$ cat src/design/lsu_fwd_cfg.svh
//********************
// lsu forwarding configuration
// widths of the data path and depth of the store pipe
//********************
`ifndef LSU_FWD_CFG_SVH
`define LSU_FWD_CFG_SVH

//********************
// data path
//********************
`define LSU_DATA_W 32      // bits per word
`define LSU_BYTES 4        // byte lanes per word

//********************
// addressing
//********************
`define LSU_ADDR_W 32      // byte address width

//********************
// store pipe
//********************
// older stages dc3, dc4 and dc5 compared against the dc2 load
`define LSU_STORE_DEPTH 3

`endif

$ cat src/design/lsu_fwd_pkg.sv
//********************
// lsu forwarding types
// access size encoding and the decoded store entry
//********************
`include "lsu_fwd_cfg.svh"

package lsu_fwd_pkg;

  // byte offset bits inside a word
  localparam int OFS_W = $clog2(`LSU_BYTES);

  // word address width without the byte offset
  localparam int WORD_ADDR_W = `LSU_ADDR_W - OFS_W;

  //********************
  // access size
  //********************
  typedef enum logic [1:0] {
    LSU_SIZE_BYTE = 2'b00,
    LSU_SIZE_HALF = 2'b01,
    LSU_SIZE_WORD = 2'b10   // 2'b11 unused
  } lsu_size_e;

  //********************
  // decoded access
  //********************
  // an access spans at most two words, lo and hi
  // hi word is always lo + 1, even when hi enables are all zero
  typedef struct packed {
    logic                   valid;
    logic [WORD_ADDR_W-1:0] lo_addr;   // word holding the first byte
    logic [WORD_ADDR_W-1:0] hi_addr;   // next word
    logic [`LSU_BYTES-1:0]  lo_be;     // lanes touched in lo word
    logic [`LSU_BYTES-1:0]  hi_be;     // lanes touched in hi word
    logic [`LSU_DATA_W-1:0] lo_data;   // store bytes in lo lanes
    logic [`LSU_DATA_W-1:0] hi_data;   // store bytes in hi lanes
  } lsu_store_entry_t;

endpackage

$ cat src/design/lsu_fwd_decode.sv
//********************
// lsu request decode
// splits a raw request into lo/hi word addresses, enables and data
//********************
`timescale 1ns/10ps
`include "lsu_fwd_cfg.svh"

module lsu_fwd_decode (
  input  logic                         req_valid,
  input  logic                         req_store,
  input  lsu_fwd_pkg::lsu_size_e       req_size,
  input  logic [`LSU_ADDR_W-1:0]       req_addr,
  input  logic [`LSU_DATA_W-1:0]       req_wdata,
  output lsu_fwd_pkg::lsu_store_entry_t st_entry,
  output lsu_fwd_pkg::lsu_store_entry_t ld_entry
);

  localparam int OFS_W = lsu_fwd_pkg::OFS_W;
  localparam int WA_W  = lsu_fwd_pkg::WORD_ADDR_W;

  logic [`LSU_BYTES-1:0]    size_mask;
  logic [2*`LSU_BYTES-1:0]  be_ext;     // enables over the 8 byte lo/hi window
  logic [2*`LSU_DATA_W-1:0] data_ext;   // data over the same window
  logic [OFS_W-1:0]         ofs;
  logic [WA_W-1:0]          word_lo;

  assign ofs     = req_addr[OFS_W-1:0];
  assign word_lo = req_addr[`LSU_ADDR_W-1:OFS_W];

  always_comb begin
    case (req_size)
      lsu_fwd_pkg::LSU_SIZE_BYTE: size_mask = `LSU_BYTES'(4'b0001);
      lsu_fwd_pkg::LSU_SIZE_HALF: size_mask = `LSU_BYTES'(4'b0011);
      lsu_fwd_pkg::LSU_SIZE_WORD: size_mask = `LSU_BYTES'(4'b1111);
      default:                    size_mask = '0;
    endcase
  end

  // move the access up to its byte offset, spilling into the hi word
  assign be_ext   = {{`LSU_BYTES{1'b0}}, size_mask} << ofs;
  assign data_ext = {{`LSU_DATA_W{1'b0}}, req_wdata} << {ofs, 3'b000};

  //********************
  // store and load views
  //********************
  always_comb begin
    st_entry.valid   = req_valid & req_store;
    st_entry.lo_addr = word_lo;
    st_entry.hi_addr = word_lo + WA_W'(1);   // wraps at the top of memory
    st_entry.lo_be   = be_ext[`LSU_BYTES-1:0];
    st_entry.hi_be   = be_ext[2*`LSU_BYTES-1:`LSU_BYTES];
    st_entry.lo_data = data_ext[`LSU_DATA_W-1:0];
    st_entry.hi_data = data_ext[2*`LSU_DATA_W-1:`LSU_DATA_W];

    // load sees the same window, only the valid bit differs
    ld_entry         = st_entry;
    ld_entry.valid   = req_valid & ~req_store;
  end

  // the spare size code would give an access with no lanes at all
  always_comb begin
    if (req_valid == 1'b1) begin
      assert (req_size != lsu_fwd_pkg::lsu_size_e'(2'b11))
        else $error("request with unused size code");
    end
  end

endmodule

$ cat src/design/lsu_store_pipe.sv
//********************
// lsu store pipe
// carries decoded stores from dc2 through dc3, dc4 and dc5
//********************
`timescale 1ns/10ps
`include "lsu_fwd_cfg.svh"

module lsu_store_pipe (
  input  logic                          clk,
  input  logic                          rst,
  input  lsu_fwd_pkg::lsu_store_entry_t st_entry,    // dc2 store
  output lsu_fwd_pkg::lsu_store_entry_t stage_dc3,
  output lsu_fwd_pkg::lsu_store_entry_t stage_dc4,
  output lsu_fwd_pkg::lsu_store_entry_t stage_dc5
);

  localparam int DEPTH = `LSU_STORE_DEPTH;

  // index 0 is dc3, the youngest stored entry
  lsu_fwd_pkg::lsu_store_entry_t pipe_q [DEPTH];

  //********************
  // shift register
  //********************
  always_ff @(posedge clk) begin
    pipe_q[0] <= st_entry;   // empty cycle brings in valid = 0
    for (int s = 1; s < DEPTH; s++) begin
      pipe_q[s] <= pipe_q[s-1];
    end
    if (rst) begin
      for (int s = 0; s < DEPTH; s++) begin
        pipe_q[s].valid <= 1'b0;   // payload left as is
      end
    end
  end

  assign stage_dc3 = pipe_q[0];
  assign stage_dc4 = pipe_q[1];
  assign stage_dc5 = pipe_q[2];

  // a store strobed in dc2 must arrive in dc3 with some lane to forward
  assert property (@(posedge clk) disable iff (rst)
    st_entry.valid |=> ((|stage_dc3.lo_be) || (|stage_dc3.hi_be)))
    else $error("store entered dc3 without byte enables");

endmodule

$ cat src/design/lsu_fwd_match.sv
//********************
// lsu forwarding match
// per byte compare of the dc2 load against dc3..dc5 stores,
// youngest store wins each lane
//********************
`timescale 1ns/10ps
`include "lsu_fwd_cfg.svh"

module lsu_fwd_match (
  input  lsu_fwd_pkg::lsu_store_entry_t ld_entry,
  input  lsu_fwd_pkg::lsu_store_entry_t stage_dc3,
  input  lsu_fwd_pkg::lsu_store_entry_t stage_dc4,
  input  lsu_fwd_pkg::lsu_store_entry_t stage_dc5,
  output logic [`LSU_DATA_W-1:0]        fwd_lo,   // forwarded lo word bytes
  output logic [`LSU_DATA_W-1:0]        fwd_hi,   // forwarded hi word bytes
  output logic [`LSU_BYTES-1:0]         hit_lo,   // lo lanes supplied
  output logic [`LSU_BYTES-1:0]         hit_hi    // hi lanes supplied
);

  localparam int NB    = `LSU_BYTES;
  localparam int DEPTH = `LSU_STORE_DEPTH;

  // stage 0 is dc3, youngest
  lsu_fwd_pkg::lsu_store_entry_t stage [DEPTH];

  logic [NB-1:0]          st_hit_lo  [DEPTH];
  logic [NB-1:0]          st_hit_hi  [DEPTH];
  logic [`LSU_DATA_W-1:0] st_data_lo [DEPTH];
  logic [`LSU_DATA_W-1:0] st_data_hi [DEPTH];

  assign stage[0] = stage_dc3;
  assign stage[1] = stage_dc4;
  assign stage[2] = stage_dc5;

  //********************
  // per stage compare
  //********************
  for (genvar s = 0; s < DEPTH; s++) begin : g_stage
    logic act;
    logic lo_in_lo, hi_in_lo;   // store lo/hi word equals load lo word
    logic lo_in_hi, hi_in_hi;   // store lo/hi word equals load hi word

    assign act      = stage[s].valid & ld_entry.valid;
    assign lo_in_lo = act & (stage[s].lo_addr == ld_entry.lo_addr);
    assign hi_in_lo = act & (stage[s].hi_addr == ld_entry.lo_addr);
    assign lo_in_hi = act & (stage[s].lo_addr == ld_entry.hi_addr);
    assign hi_in_hi = act & (stage[s].hi_addr == ld_entry.hi_addr);

    for (genvar i = 0; i < NB; i++) begin : g_lane
      logic use_hi_lo, use_hi_hi;

      assign use_hi_lo = hi_in_lo & stage[s].hi_be[i];
      assign use_hi_hi = hi_in_hi & stage[s].hi_be[i];

      assign st_hit_lo[s][i] = ld_entry.lo_be[i] &
                               ((lo_in_lo & stage[s].lo_be[i]) | use_hi_lo);
      assign st_hit_hi[s][i] = ld_entry.hi_be[i] &
                               ((lo_in_hi & stage[s].lo_be[i]) | use_hi_hi);

      // lo and hi of one store never name the same word, so one side at most
      assign st_data_lo[s][8*i +: 8] = use_hi_lo ? stage[s].hi_data[8*i +: 8]
                                                 : stage[s].lo_data[8*i +: 8];
      assign st_data_hi[s][8*i +: 8] = use_hi_hi ? stage[s].hi_data[8*i +: 8]
                                                 : stage[s].lo_data[8*i +: 8];
    end
  end

  //********************
  // priority select
  //********************
  // walk oldest to youngest so a younger hit overwrites the lane
  always_comb begin
    fwd_lo = '0;
    fwd_hi = '0;
    hit_lo = '0;
    hit_hi = '0;
    for (int s = DEPTH-1; s >= 0; s--) begin
      for (int i = 0; i < NB; i++) begin
        if (st_hit_lo[s][i]) begin
          fwd_lo[8*i +: 8] = st_data_lo[s][8*i +: 8];
          hit_lo[i]        = 1'b1;
        end
        if (st_hit_hi[s][i]) begin
          fwd_hi[8*i +: 8] = st_data_hi[s][8*i +: 8];
          hit_hi[i]        = 1'b1;
        end
      end
    end
  end

endmodule

$ cat src/design/lsu_fwd_result.sv
//********************
// lsu load result
// hit flags, realigned forward data, one cycle later
//********************
`timescale 1ns/10ps
`include "lsu_fwd_cfg.svh"

module lsu_fwd_result (
  input  logic                          clk,
  input  logic                          rst,
  input  lsu_fwd_pkg::lsu_store_entry_t ld_entry,
  input  logic [`LSU_ADDR_W-1:0]        req_addr,
  input  logic                          req_side_effect,
  input  logic [`LSU_DATA_W-1:0]        fwd_lo,
  input  logic [`LSU_DATA_W-1:0]        fwd_hi,
  input  logic [`LSU_BYTES-1:0]         hit_lo,
  input  logic [`LSU_BYTES-1:0]         hit_hi,
  input  logic [`LSU_DATA_W-1:0]        bus_rdata,   // read data of the reporting load
  output logic                          ld_valid,
  output logic                          ld_hit_any,
  output logic                          ld_full_hit,
  output logic [`LSU_DATA_W-1:0]        ld_data
);

  localparam int OFS_W = lsu_fwd_pkg::OFS_W;

  logic                     full_lo, full_hi;
  logic                     hit_any_d, full_hit_d;
  logic [2*`LSU_DATA_W-1:0] fwd_shift;
  logic [`LSU_DATA_W-1:0]   fwd_q;

  // every enabled lane supplied by some store
  assign full_lo    = &(hit_lo | ~ld_entry.lo_be);
  assign full_hi    = &(hit_hi | ~ld_entry.hi_be);
  assign hit_any_d  = (|hit_lo) | (|hit_hi);
  assign full_hit_d = full_lo & full_hi & ld_entry.valid & ~req_side_effect;

  // bring the first load byte back to lane 0
  assign fwd_shift = {fwd_hi, fwd_lo} >> {req_addr[OFS_W-1:0], 3'b000};

  always_ff @(posedge clk) begin
    if (rst) begin
      ld_valid    <= 1'b0;
      ld_hit_any  <= 1'b0;
      ld_full_hit <= 1'b0;
    end else begin
      ld_valid    <= ld_entry.valid;
      ld_hit_any  <= hit_any_d;
      ld_full_hit <= full_hit_d;
    end
  end

  always_ff @(posedge clk) begin
    fwd_q <= fwd_shift[`LSU_DATA_W-1:0];
  end

  assign ld_data = ld_full_hit ? fwd_q : bus_rdata;   // partial hit goes to the bus

  // a full hit is only ever reported for a load that forwarded something
  assert property (@(posedge clk) disable iff (rst)
    ld_full_hit |-> (ld_valid && ld_hit_any))
    else $error("full hit without a forwarded byte");

endmodule

$ cat src/design/lsu_fwd_top.sv
//********************
// lsu store to load forwarding
// decode, store pipe, match and load result
//********************
`timescale 1ns/10ps
`include "lsu_fwd_cfg.svh"

module lsu_fwd_top (
  input  logic                    clk,
  input  logic                    rst,

  // dc2 request, one per cycle at most
  input  logic                    req_valid,
  input  logic                    req_store,
  input  lsu_fwd_pkg::lsu_size_e  req_size,
  input  logic [`LSU_ADDR_W-1:0]  req_addr,
  input  logic [`LSU_DATA_W-1:0]  req_wdata,
  input  logic                    req_side_effect,

  input  logic [`LSU_DATA_W-1:0]  bus_rdata,

  // load result, cycle after the strobe
  output logic                    ld_valid,
  output logic                    ld_hit_any,
  output logic                    ld_full_hit,
  output logic [`LSU_DATA_W-1:0]  ld_data
);

  lsu_fwd_pkg::lsu_store_entry_t st_entry, ld_entry;
  lsu_fwd_pkg::lsu_store_entry_t stage_dc3, stage_dc4, stage_dc5;

  logic [`LSU_DATA_W-1:0] fwd_lo, fwd_hi;
  logic [`LSU_BYTES-1:0]  hit_lo, hit_hi;

  lsu_fwd_decode u_decode (
    .req_valid (req_valid),
    .req_store (req_store),
    .req_size  (req_size),
    .req_addr  (req_addr),
    .req_wdata (req_wdata),
    .st_entry  (st_entry),
    .ld_entry  (ld_entry)
  );

  lsu_store_pipe u_store_pipe (
    .clk       (clk),
    .rst       (rst),
    .st_entry  (st_entry),
    .stage_dc3 (stage_dc3),
    .stage_dc4 (stage_dc4),
    .stage_dc5 (stage_dc5)
  );

  lsu_fwd_match u_match (
    .ld_entry  (ld_entry),
    .stage_dc3 (stage_dc3),
    .stage_dc4 (stage_dc4),
    .stage_dc5 (stage_dc5),
    .fwd_lo    (fwd_lo),
    .fwd_hi    (fwd_hi),
    .hit_lo    (hit_lo),
    .hit_hi    (hit_hi)
  );

  lsu_fwd_result u_result (
    .clk             (clk),
    .rst             (rst),
    .ld_entry        (ld_entry),
    .req_addr        (req_addr),
    .req_side_effect (req_side_effect),
    .fwd_lo          (fwd_lo),
    .fwd_hi          (fwd_hi),
    .hit_lo          (hit_lo),
    .hit_hi          (hit_hi),
    .bus_rdata       (bus_rdata),
    .ld_valid        (ld_valid),
    .ld_hit_any      (ld_hit_any),
    .ld_full_hit     (ld_full_hit),
    .ld_data         (ld_data)
  );

endmodule

$ cat config.mk
export PLATFORM = sky130hd
export DESIGN_NAME = lsu_fwd_top
export DESIGN_NICKNAME = d
export VERILOG_FILES = /design/src/design/lsu_fwd_pkg.sv /design/src/design/lsu_fwd_decode.sv /design/src/design/lsu_store_pipe.sv /design/src/design/lsu_fwd_match.sv /design/src/design/lsu_fwd_result.sv /design/src/design/lsu_fwd_top.sv
export VERILOG_INCLUDE_DIRS = /design/src /design/src/design
export SDC_FILE = /design/constraint.sdc
export NUM_CORES = 1
export LEC_CHECK = 0
export BUFFER_PORTS_ARGS = -buffer_cell sky130_fd_sc_hd__buf_2
export CORE_MARGIN = 2
export CORE_UTILIZATION = 23
export CTS_BUF_LIST = sky130_fd_sc_hd__clkbuf_4 sky130_fd_sc_hd__clkbuf_8 sky130_fd_sc_hd__clkbuf_16
export CTS_CLUSTER_SIZE = 40
export DETAILED_ROUTE_END_ITERATION = 8
export GPL_ROUTABILITY_DRIVEN = 0
export GPL_TIMING_DRIVEN = 0
export SYNTH_ARGS = -nofsm -noshare
export SYNTH_HDL_FRONTEND = slang
export SYNTH_SLANG_ARGS = --single-unit
$ cat constraint.sdc
create_clock -name clk -period 4.9 [get_ports clk]
set_clock_uncertainty 0.15 [all_clocks]
set_input_delay 0.49 -clock clk [delete_from_list [all_inputs] [get_ports clk]]
set_output_delay 0.49 -clock clk [all_outputs]
set_load 0.03 [all_outputs]
* Yosys cells after proc, flatten, opt, wreduce, memory -nomap -nowiden
Memory sizes are Yosys's and may differ from the RTL's.
Index checks and enable logic that the tools add are counted.
Widths: inputs -> output; s select.
** Word-level totals
- Bits in registers :: 35
- Bits in writable memories :: 399
- Output and inout port bits :: 35
- Memories kept :: 1
** Memory list
- u_store_pipe.pipe_q :: words 3, width 133, rd ports 3, clocked after memory_dff 0, wr ports 3, line lsu_store_pipe.sv:20 : lsu_fwd_pkg::lsu_store_entry_t pipe_q [DEPTH];
** Operators by class
- $add $sub $neg :: 1
- Eq/ne operators :: 14
- Shift-type cells :: 3
- Mux-type cells :: 79
- Bitwise logic cells :: 126
- Reduce and logical (&&, ||, !) cells :: 5
** Operators with widths (count)
- $mux 8 :: 48
- $eq 30x30->1 :: 12
- $and 1x1->1 :: 92
- $shl 32x5->64 :: 1
- $shr 64x5->32 :: 1
- $mux 32 :: 1
- $add 30x1->30 const B :: 1
- $mux 1 :: 29
- $or 1x1->1 :: 25
- $pmux 4 s3 :: 1
- $not 4->4 :: 2
- $or 4x4->4 :: 2
- $reduce_and 4->1 :: 2
- $reduce_or 4->1 :: 2
- $shl 4x2->8 :: 1
- $or 1x1->1 const A :: 3
- $eq 2x1->1 const B :: 1
- $eq 2x2->1 const B :: 1
- $logic_not 2->1 :: 1
- $not 1->1 :: 2

* Logic depth before layout (Yosys ltp)
- Depth after elaboration :: 15
- Gate-level depth with buffers :: 16
- Gate-level depth less buffers :: 12

* Hierarchy
Synthesis repeated with hierarchy kept, for this count alone.
** Unflattened totals
- Cells, all modules :: 1963
- Area total of the unflattened synthesis :: 20857.5 um^2
** Modules (own cells, without submodules)
- lsu_fwd_match :: times used 1, cells each 1045, area an instance 8104.0 um^2, sequential area each 0.0 um^2
- lsu_store_pipe :: times used 1, cells each 402, area an instance 8006.4 um^2, sequential area each 7987.7 um^2
- lsu_fwd_decode :: times used 1, cells each 388, area an instance 2776.4 um^2, sequential area each 0.0 um^2
- lsu_fwd_result :: times used 1, cells each 128, area an instance 1970.6 um^2, sequential area each 700.7 um^2

* Worst setup path before layout
No wires, ideal clock.
- Path type :: in2reg
- Start point :: input port req_addr[5]
- End point :: register u_result.fwd_q[21]
- Arrival :: 3.812 ns
- Data required time :: 4.628 ns
- Slack :: 0.817 ns
- Cell stages on the path :: 13
- Path buffers :: 2
- Path through :: buf_2 nand4_2 or4_1 buf_2 nor2_1 xor2_1 or4_1 or4_1 o211ai_1 or2_2 nor2_1 o31a_1 a221o_1
** Between the ends
- Word-level cells in the longest chain between the ends :: 10
** Ends and longest elaborated chain
- start: declaration :: line lsu_fwd_top.sv:16 : input logic [`LSU_ADDR_W-1:0] req_addr,
- $add 30x1->30 :: line lsu_fwd_decode.sv:49 : st_entry.hi_addr = word_lo + WA_W'(1);
- $eq 30x30->1, on equally long branches :: line lsu_fwd_match.sv:46, lsu_fwd_match.sv:47
- $and 1x1->1, on equally long branches :: line lsu_fwd_match.sv:46, lsu_fwd_match.sv:47
- $and 1x1->1, on equally long branches :: line lsu_fwd_match.sv:58, lsu_fwd_match.sv:53
- $or 1x1->1 :: line lsu_fwd_match.sv:58 : ((lo_in_hi & stage[s].lo_be[i]) | use_hi_hi);
- $and 1x1->1 :: line lsu_fwd_match.sv:57 : assign st_hit_hi[s][i] = ld_entry.hi_be[i] &
- $mux 8 (3 in a row) :: line lsu_fwd_match.sv:83 : if (st_hit_hi[s][i]) begin
- $shr 64x5->32 * :: line lsu_fwd_result.sv:39 : assign fwd_shift = {fwd_hi, fwd_lo} >> {req_addr[OFS_W-1:0], 3'b000};
- named net u_result.fwd_shift[21] :: line lsu_fwd_result.sv:29 : logic [2*`LSU_DATA_W-1:0] fwd_shift;
- end signal: assignment :: line lsu_fwd_result.sv:54 : fwd_q <= fwd_shift[`LSU_DATA_W-1:0];
- end: declaration :: line lsu_fwd_result.sv:30 : logic [`LSU_DATA_W-1:0] fwd_q;
Mark *: on every way through the listed nets, which the timed path passes. The rest lies on a longest branch.
A chain may end at the register's enable or synchronous reset.

==> key figures <==
Status
  • Outcome: finished with violations
  • Failing checks: negative hold slack, negative setup slack

Synth
  • Mux share of post-synthesis cell area: 0.1079
  • Ranking of synthesized cells by area: dfxtp_1, xor2_1, mux2i_1
  • Synth Flop Type: dfxtp_1
  • Yosys top cell by area: dfxtp_1
  • Synthesized-area fraction occupied by and/or/nand/nor cells: 0.1860
  • Post-synth top area share: 0.4133
  • Post-synthesis sequential area ratio: 0.4133
  • Synth Area per Inst: 9.599 um^2
  • Synth Net Count: 2160
  • Post-synthesis adder-cell area fraction: 0.001904
  • Post-synth EDFFs: 0
  • Syn. warnings: 0
  • Xor/xnor cell area share of the yosys netlist: 0.1287
  • Compound-cell area share of the yosys netlist: 0.1307
  • Synth unique cells: 92
  • Area of the mapped netlist: 0.01972 mm^2
  • Post-synth ARST share: 0
  • Count leader, synth: dfxtp_1
  • Post-Syn Instances: 2054
  • Most instantiated cells after synthesis: dfxtp_1, xor2_1, mux2i_1
  • Combinational family with the most area after synthesis: simple AND/OR/NAND/NOR gates
  • FF+latch count, synth: 407

Run
  • Maxcap violations: 0

STA
  • RSZ-0062 raised after global routing: true
  • Fin. Hold Viols: 1
  • Period utilization: 1.011
  • TNS Setup: -95.71 ps
  • Relative slew slack: 0.2819
  • Final setup margin: -55.26 ps
  • Final hold slack: -32.95 ps
  • Final min period: 4955 ps
  • Worst-margin pin slew: 1069 ps
  • Maximum clock rate: 0.2018 GHz
  • Slew Limit Fails: 0
  • Setup violators final: 3

Worst setup path
  • Critical path cell sequence: xnor2_1 -> nor4bb_1 -> nand4_1 -> nor3_1 -> nand2_1 -> a21oi_4 -> clkbuf_1 -> o21ai_0 -> nor2_1 -> nor2_1 -> o21ai_0
  • Req. time, crit path: 5180 ps
  • Biggest cell delay along the critical path: 770 ps
  • Slowest CP cell: nor4bb_1
  • Crit path arrival time: 5240 ps
  • Critical path's top delay family: simple AND/OR/NAND/NOR gates
  • Startpoint type of the worst setup path: register
  • CP bufs+invs: 1
  • Critical-path maximum fanout: 10
  • CP Capture Type: register
  • Worst Setup Path Type: register to register

Die
  • Die Height: 296.8 um
  • Die area: 0.08808 mm^2
  • # IOs: 138
  • Initial core utilization: 0.2319
  • Core footprint: 0.08501 mm^2
  • FP Rows: 107
  • Die X: 296.8 um

GRT
  • Remaining Overflow, GRT: 0
  • Initial antenna violation count: 13
  • Global-route usage over all layers: 0.1742
  • Vias in the first global route: 16.81k
  • Largest net degree at the start of global routing: 16
  • First-pass GRT wire length: 114800 um

Placement
  • Placed cells: 3336
  • IO buf count: 136
  • Post-DP HPWL: 61980 um

Routing
  • Top routing layer used: met5
  • DRT antenna net count: 0
  • First-pass iteration count of the detailed router: 9
  • Vias per cell: 5.191
  • Avg WL per Cell: 23.15 um
  • DRT iter0 DRCs: 2521
  • Met2 routed WL: 33470 um
  • Wire length on met1: 32090 um
  • DR vias: 17.95k
  • Routed WL: 80050 um
  • DRC viols: 0
  • DR WL met3: 8766 um

Clock tree
  • Longest Clk Path Bufs: 3
  • CTS tree: done
  • Clock Tree Root: clkbuf_16
  • CTS clk-pin slew, worst paths: 60 ps
  • CTS buffer count: 43
  • Clock Sinks: 407
  • Clock Latency Late Sink: 610 ps
  • Htree depth: 2
  • Hold-fix buffers, CTS: 32

Pwr
  • Leakage Power: 9.190 nW
  • Power per cell area: 349.7 mW/mm^2
  • Peak VDD IR: 0.1992 mV

Cells and area
  • Fill count: 8955
  • Layout Cells excl Fill: 3458
  • Layout area overhead: 22.22%
  • NumNets Final: 2385
  • Layout cells sized above 1: 0.1872

Min path
  • Worst hold path class: input pin to register
==> routing by layer <==
metal / global-route usage / vias up
li1: - / 7963
met1: 0.2244 / 8441
met2: 0.2612 / 1192
met3: 0.04638 / 339
met4: 0.1003 / 14
met5: 0 / -
==> per-stage QoR <==
stage	setup WS [ps]	power (mW)	util	area (um^2)
6_report	-55.26	8.427	0.2835	24100
4_1_cts	-7.378	8.404	0.2816	23940
3_5_place_dp	-1355	4.705	0.2572	21860
2_1_floorplan	816.5	4.303	-	19720
5_1_grt	-25.88	8.647	0.2834	24100
3_3_place_gp	-1355	4.703	0.2568	21830
==> worst paths after layout <==
check / from / end / slack (ps) / cells after the start
setup / recovery: u_store_pipe.pipe_q[0][89] / u_result.fwd_q[1] / -60 / 11
hold / removal: req_addr[2] / u_store_pipe.pipe_q[0][102] / -30 / 1
setup reg to reg: u_store_pipe.pipe_q[0][89] / u_result.fwd_q[1] / -60 / 11
hold reg to reg: u_store_pipe.pipe_q[0][201] / u_store_pipe.pipe_q[0][334] / 180 / 0
==> cell families (layout without fill, tap and decap cells) <==
logic type | count (synthesis) | after routing
muxes | 203 | 203
AOI/OAI and AO/OA | 376 | 376
xor gates and xnor gates | 288 | 288
and+or+nand+nor | 637 | 637
other | 0 | 1
buffers and inverters | 140 | 399
DFF | 407 | 407
adders and majority gates | 3 | 3
==> cell usage in the layout, fill, tap and decap left out, types with 55 or more instances in the layout <==
cell,count
nor2_1,99
dfxtp_1,407
xnor2_1,115
mux2i_1,126
xor2_1,171
a21oi_1,73
o21ai_0,66
buf_2,170
nand4_1,64
nand2_1,123
nand3_1,55
mux2_2,77
==> registers in the layout (all words and copies together) (netlist names) <==
register              count
u_result.ld_valid         1
u_store_pipe.pipe_q     372
u_result.ld_full_hit      1
u_result.ld_hit_any       1
u_result.fwd_q           32
==> worst reg2reg max path, delay by kind of cell (launching register included) <==
family                 cells  cell delay [ps]
AND/OR/NAND/NOR            6             2260
AO/OA/AOI/OAI              3             1180
XOR/XNOR                   1              480
buffers and inverters      1              420
flip-flops                 1              320
==> what timing repair did <==
action | in CTS | in global routing
endpoints found under the hold margin | 35 | 1
pin swaps | 2 | 3
cloned | 0 | 0
buffers inserted | 6 | 5
resized for setup | 18 | 25
setup endpoints to repair | 30 | 28
==> where the power goes <==
group | switching (mW) | total [mW] | leakage [nW] | internal [mW]
registers | 0.132 | 3.65 | 3.40 | 3.52
clock network | 1.46 | 3.69 | 0.788 | 2.23
logic | 0.717 | 1.09 | 5.00 | 0.371
==> layout make-up <==
| class | instances | area (um^2) | area share |
|---|---|---|---|
| Buffer | 110 | 511.7 | 0.02124 |
| Inverter | 29 | 108.9 | 0.004517 |
| Timing Repair Buffer | 181 | 1099 | 0.04559 |
| Clock buffer | 58 | 1245 | 0.05166 |
| Sequential cell | 407 | 8148 | 0.3381 |
| Antenna cell | 1 | 2.502 | 0.0001038 |
| Clock inverter | 21 | 367.9 | 0.01526 |
| Multi-Input combinational cell | 1507 | 11180 | 0.4641 |
| Tap cell | 1144 | 1431 | 0.05940 |
Power figures use the tool's default switching activity.
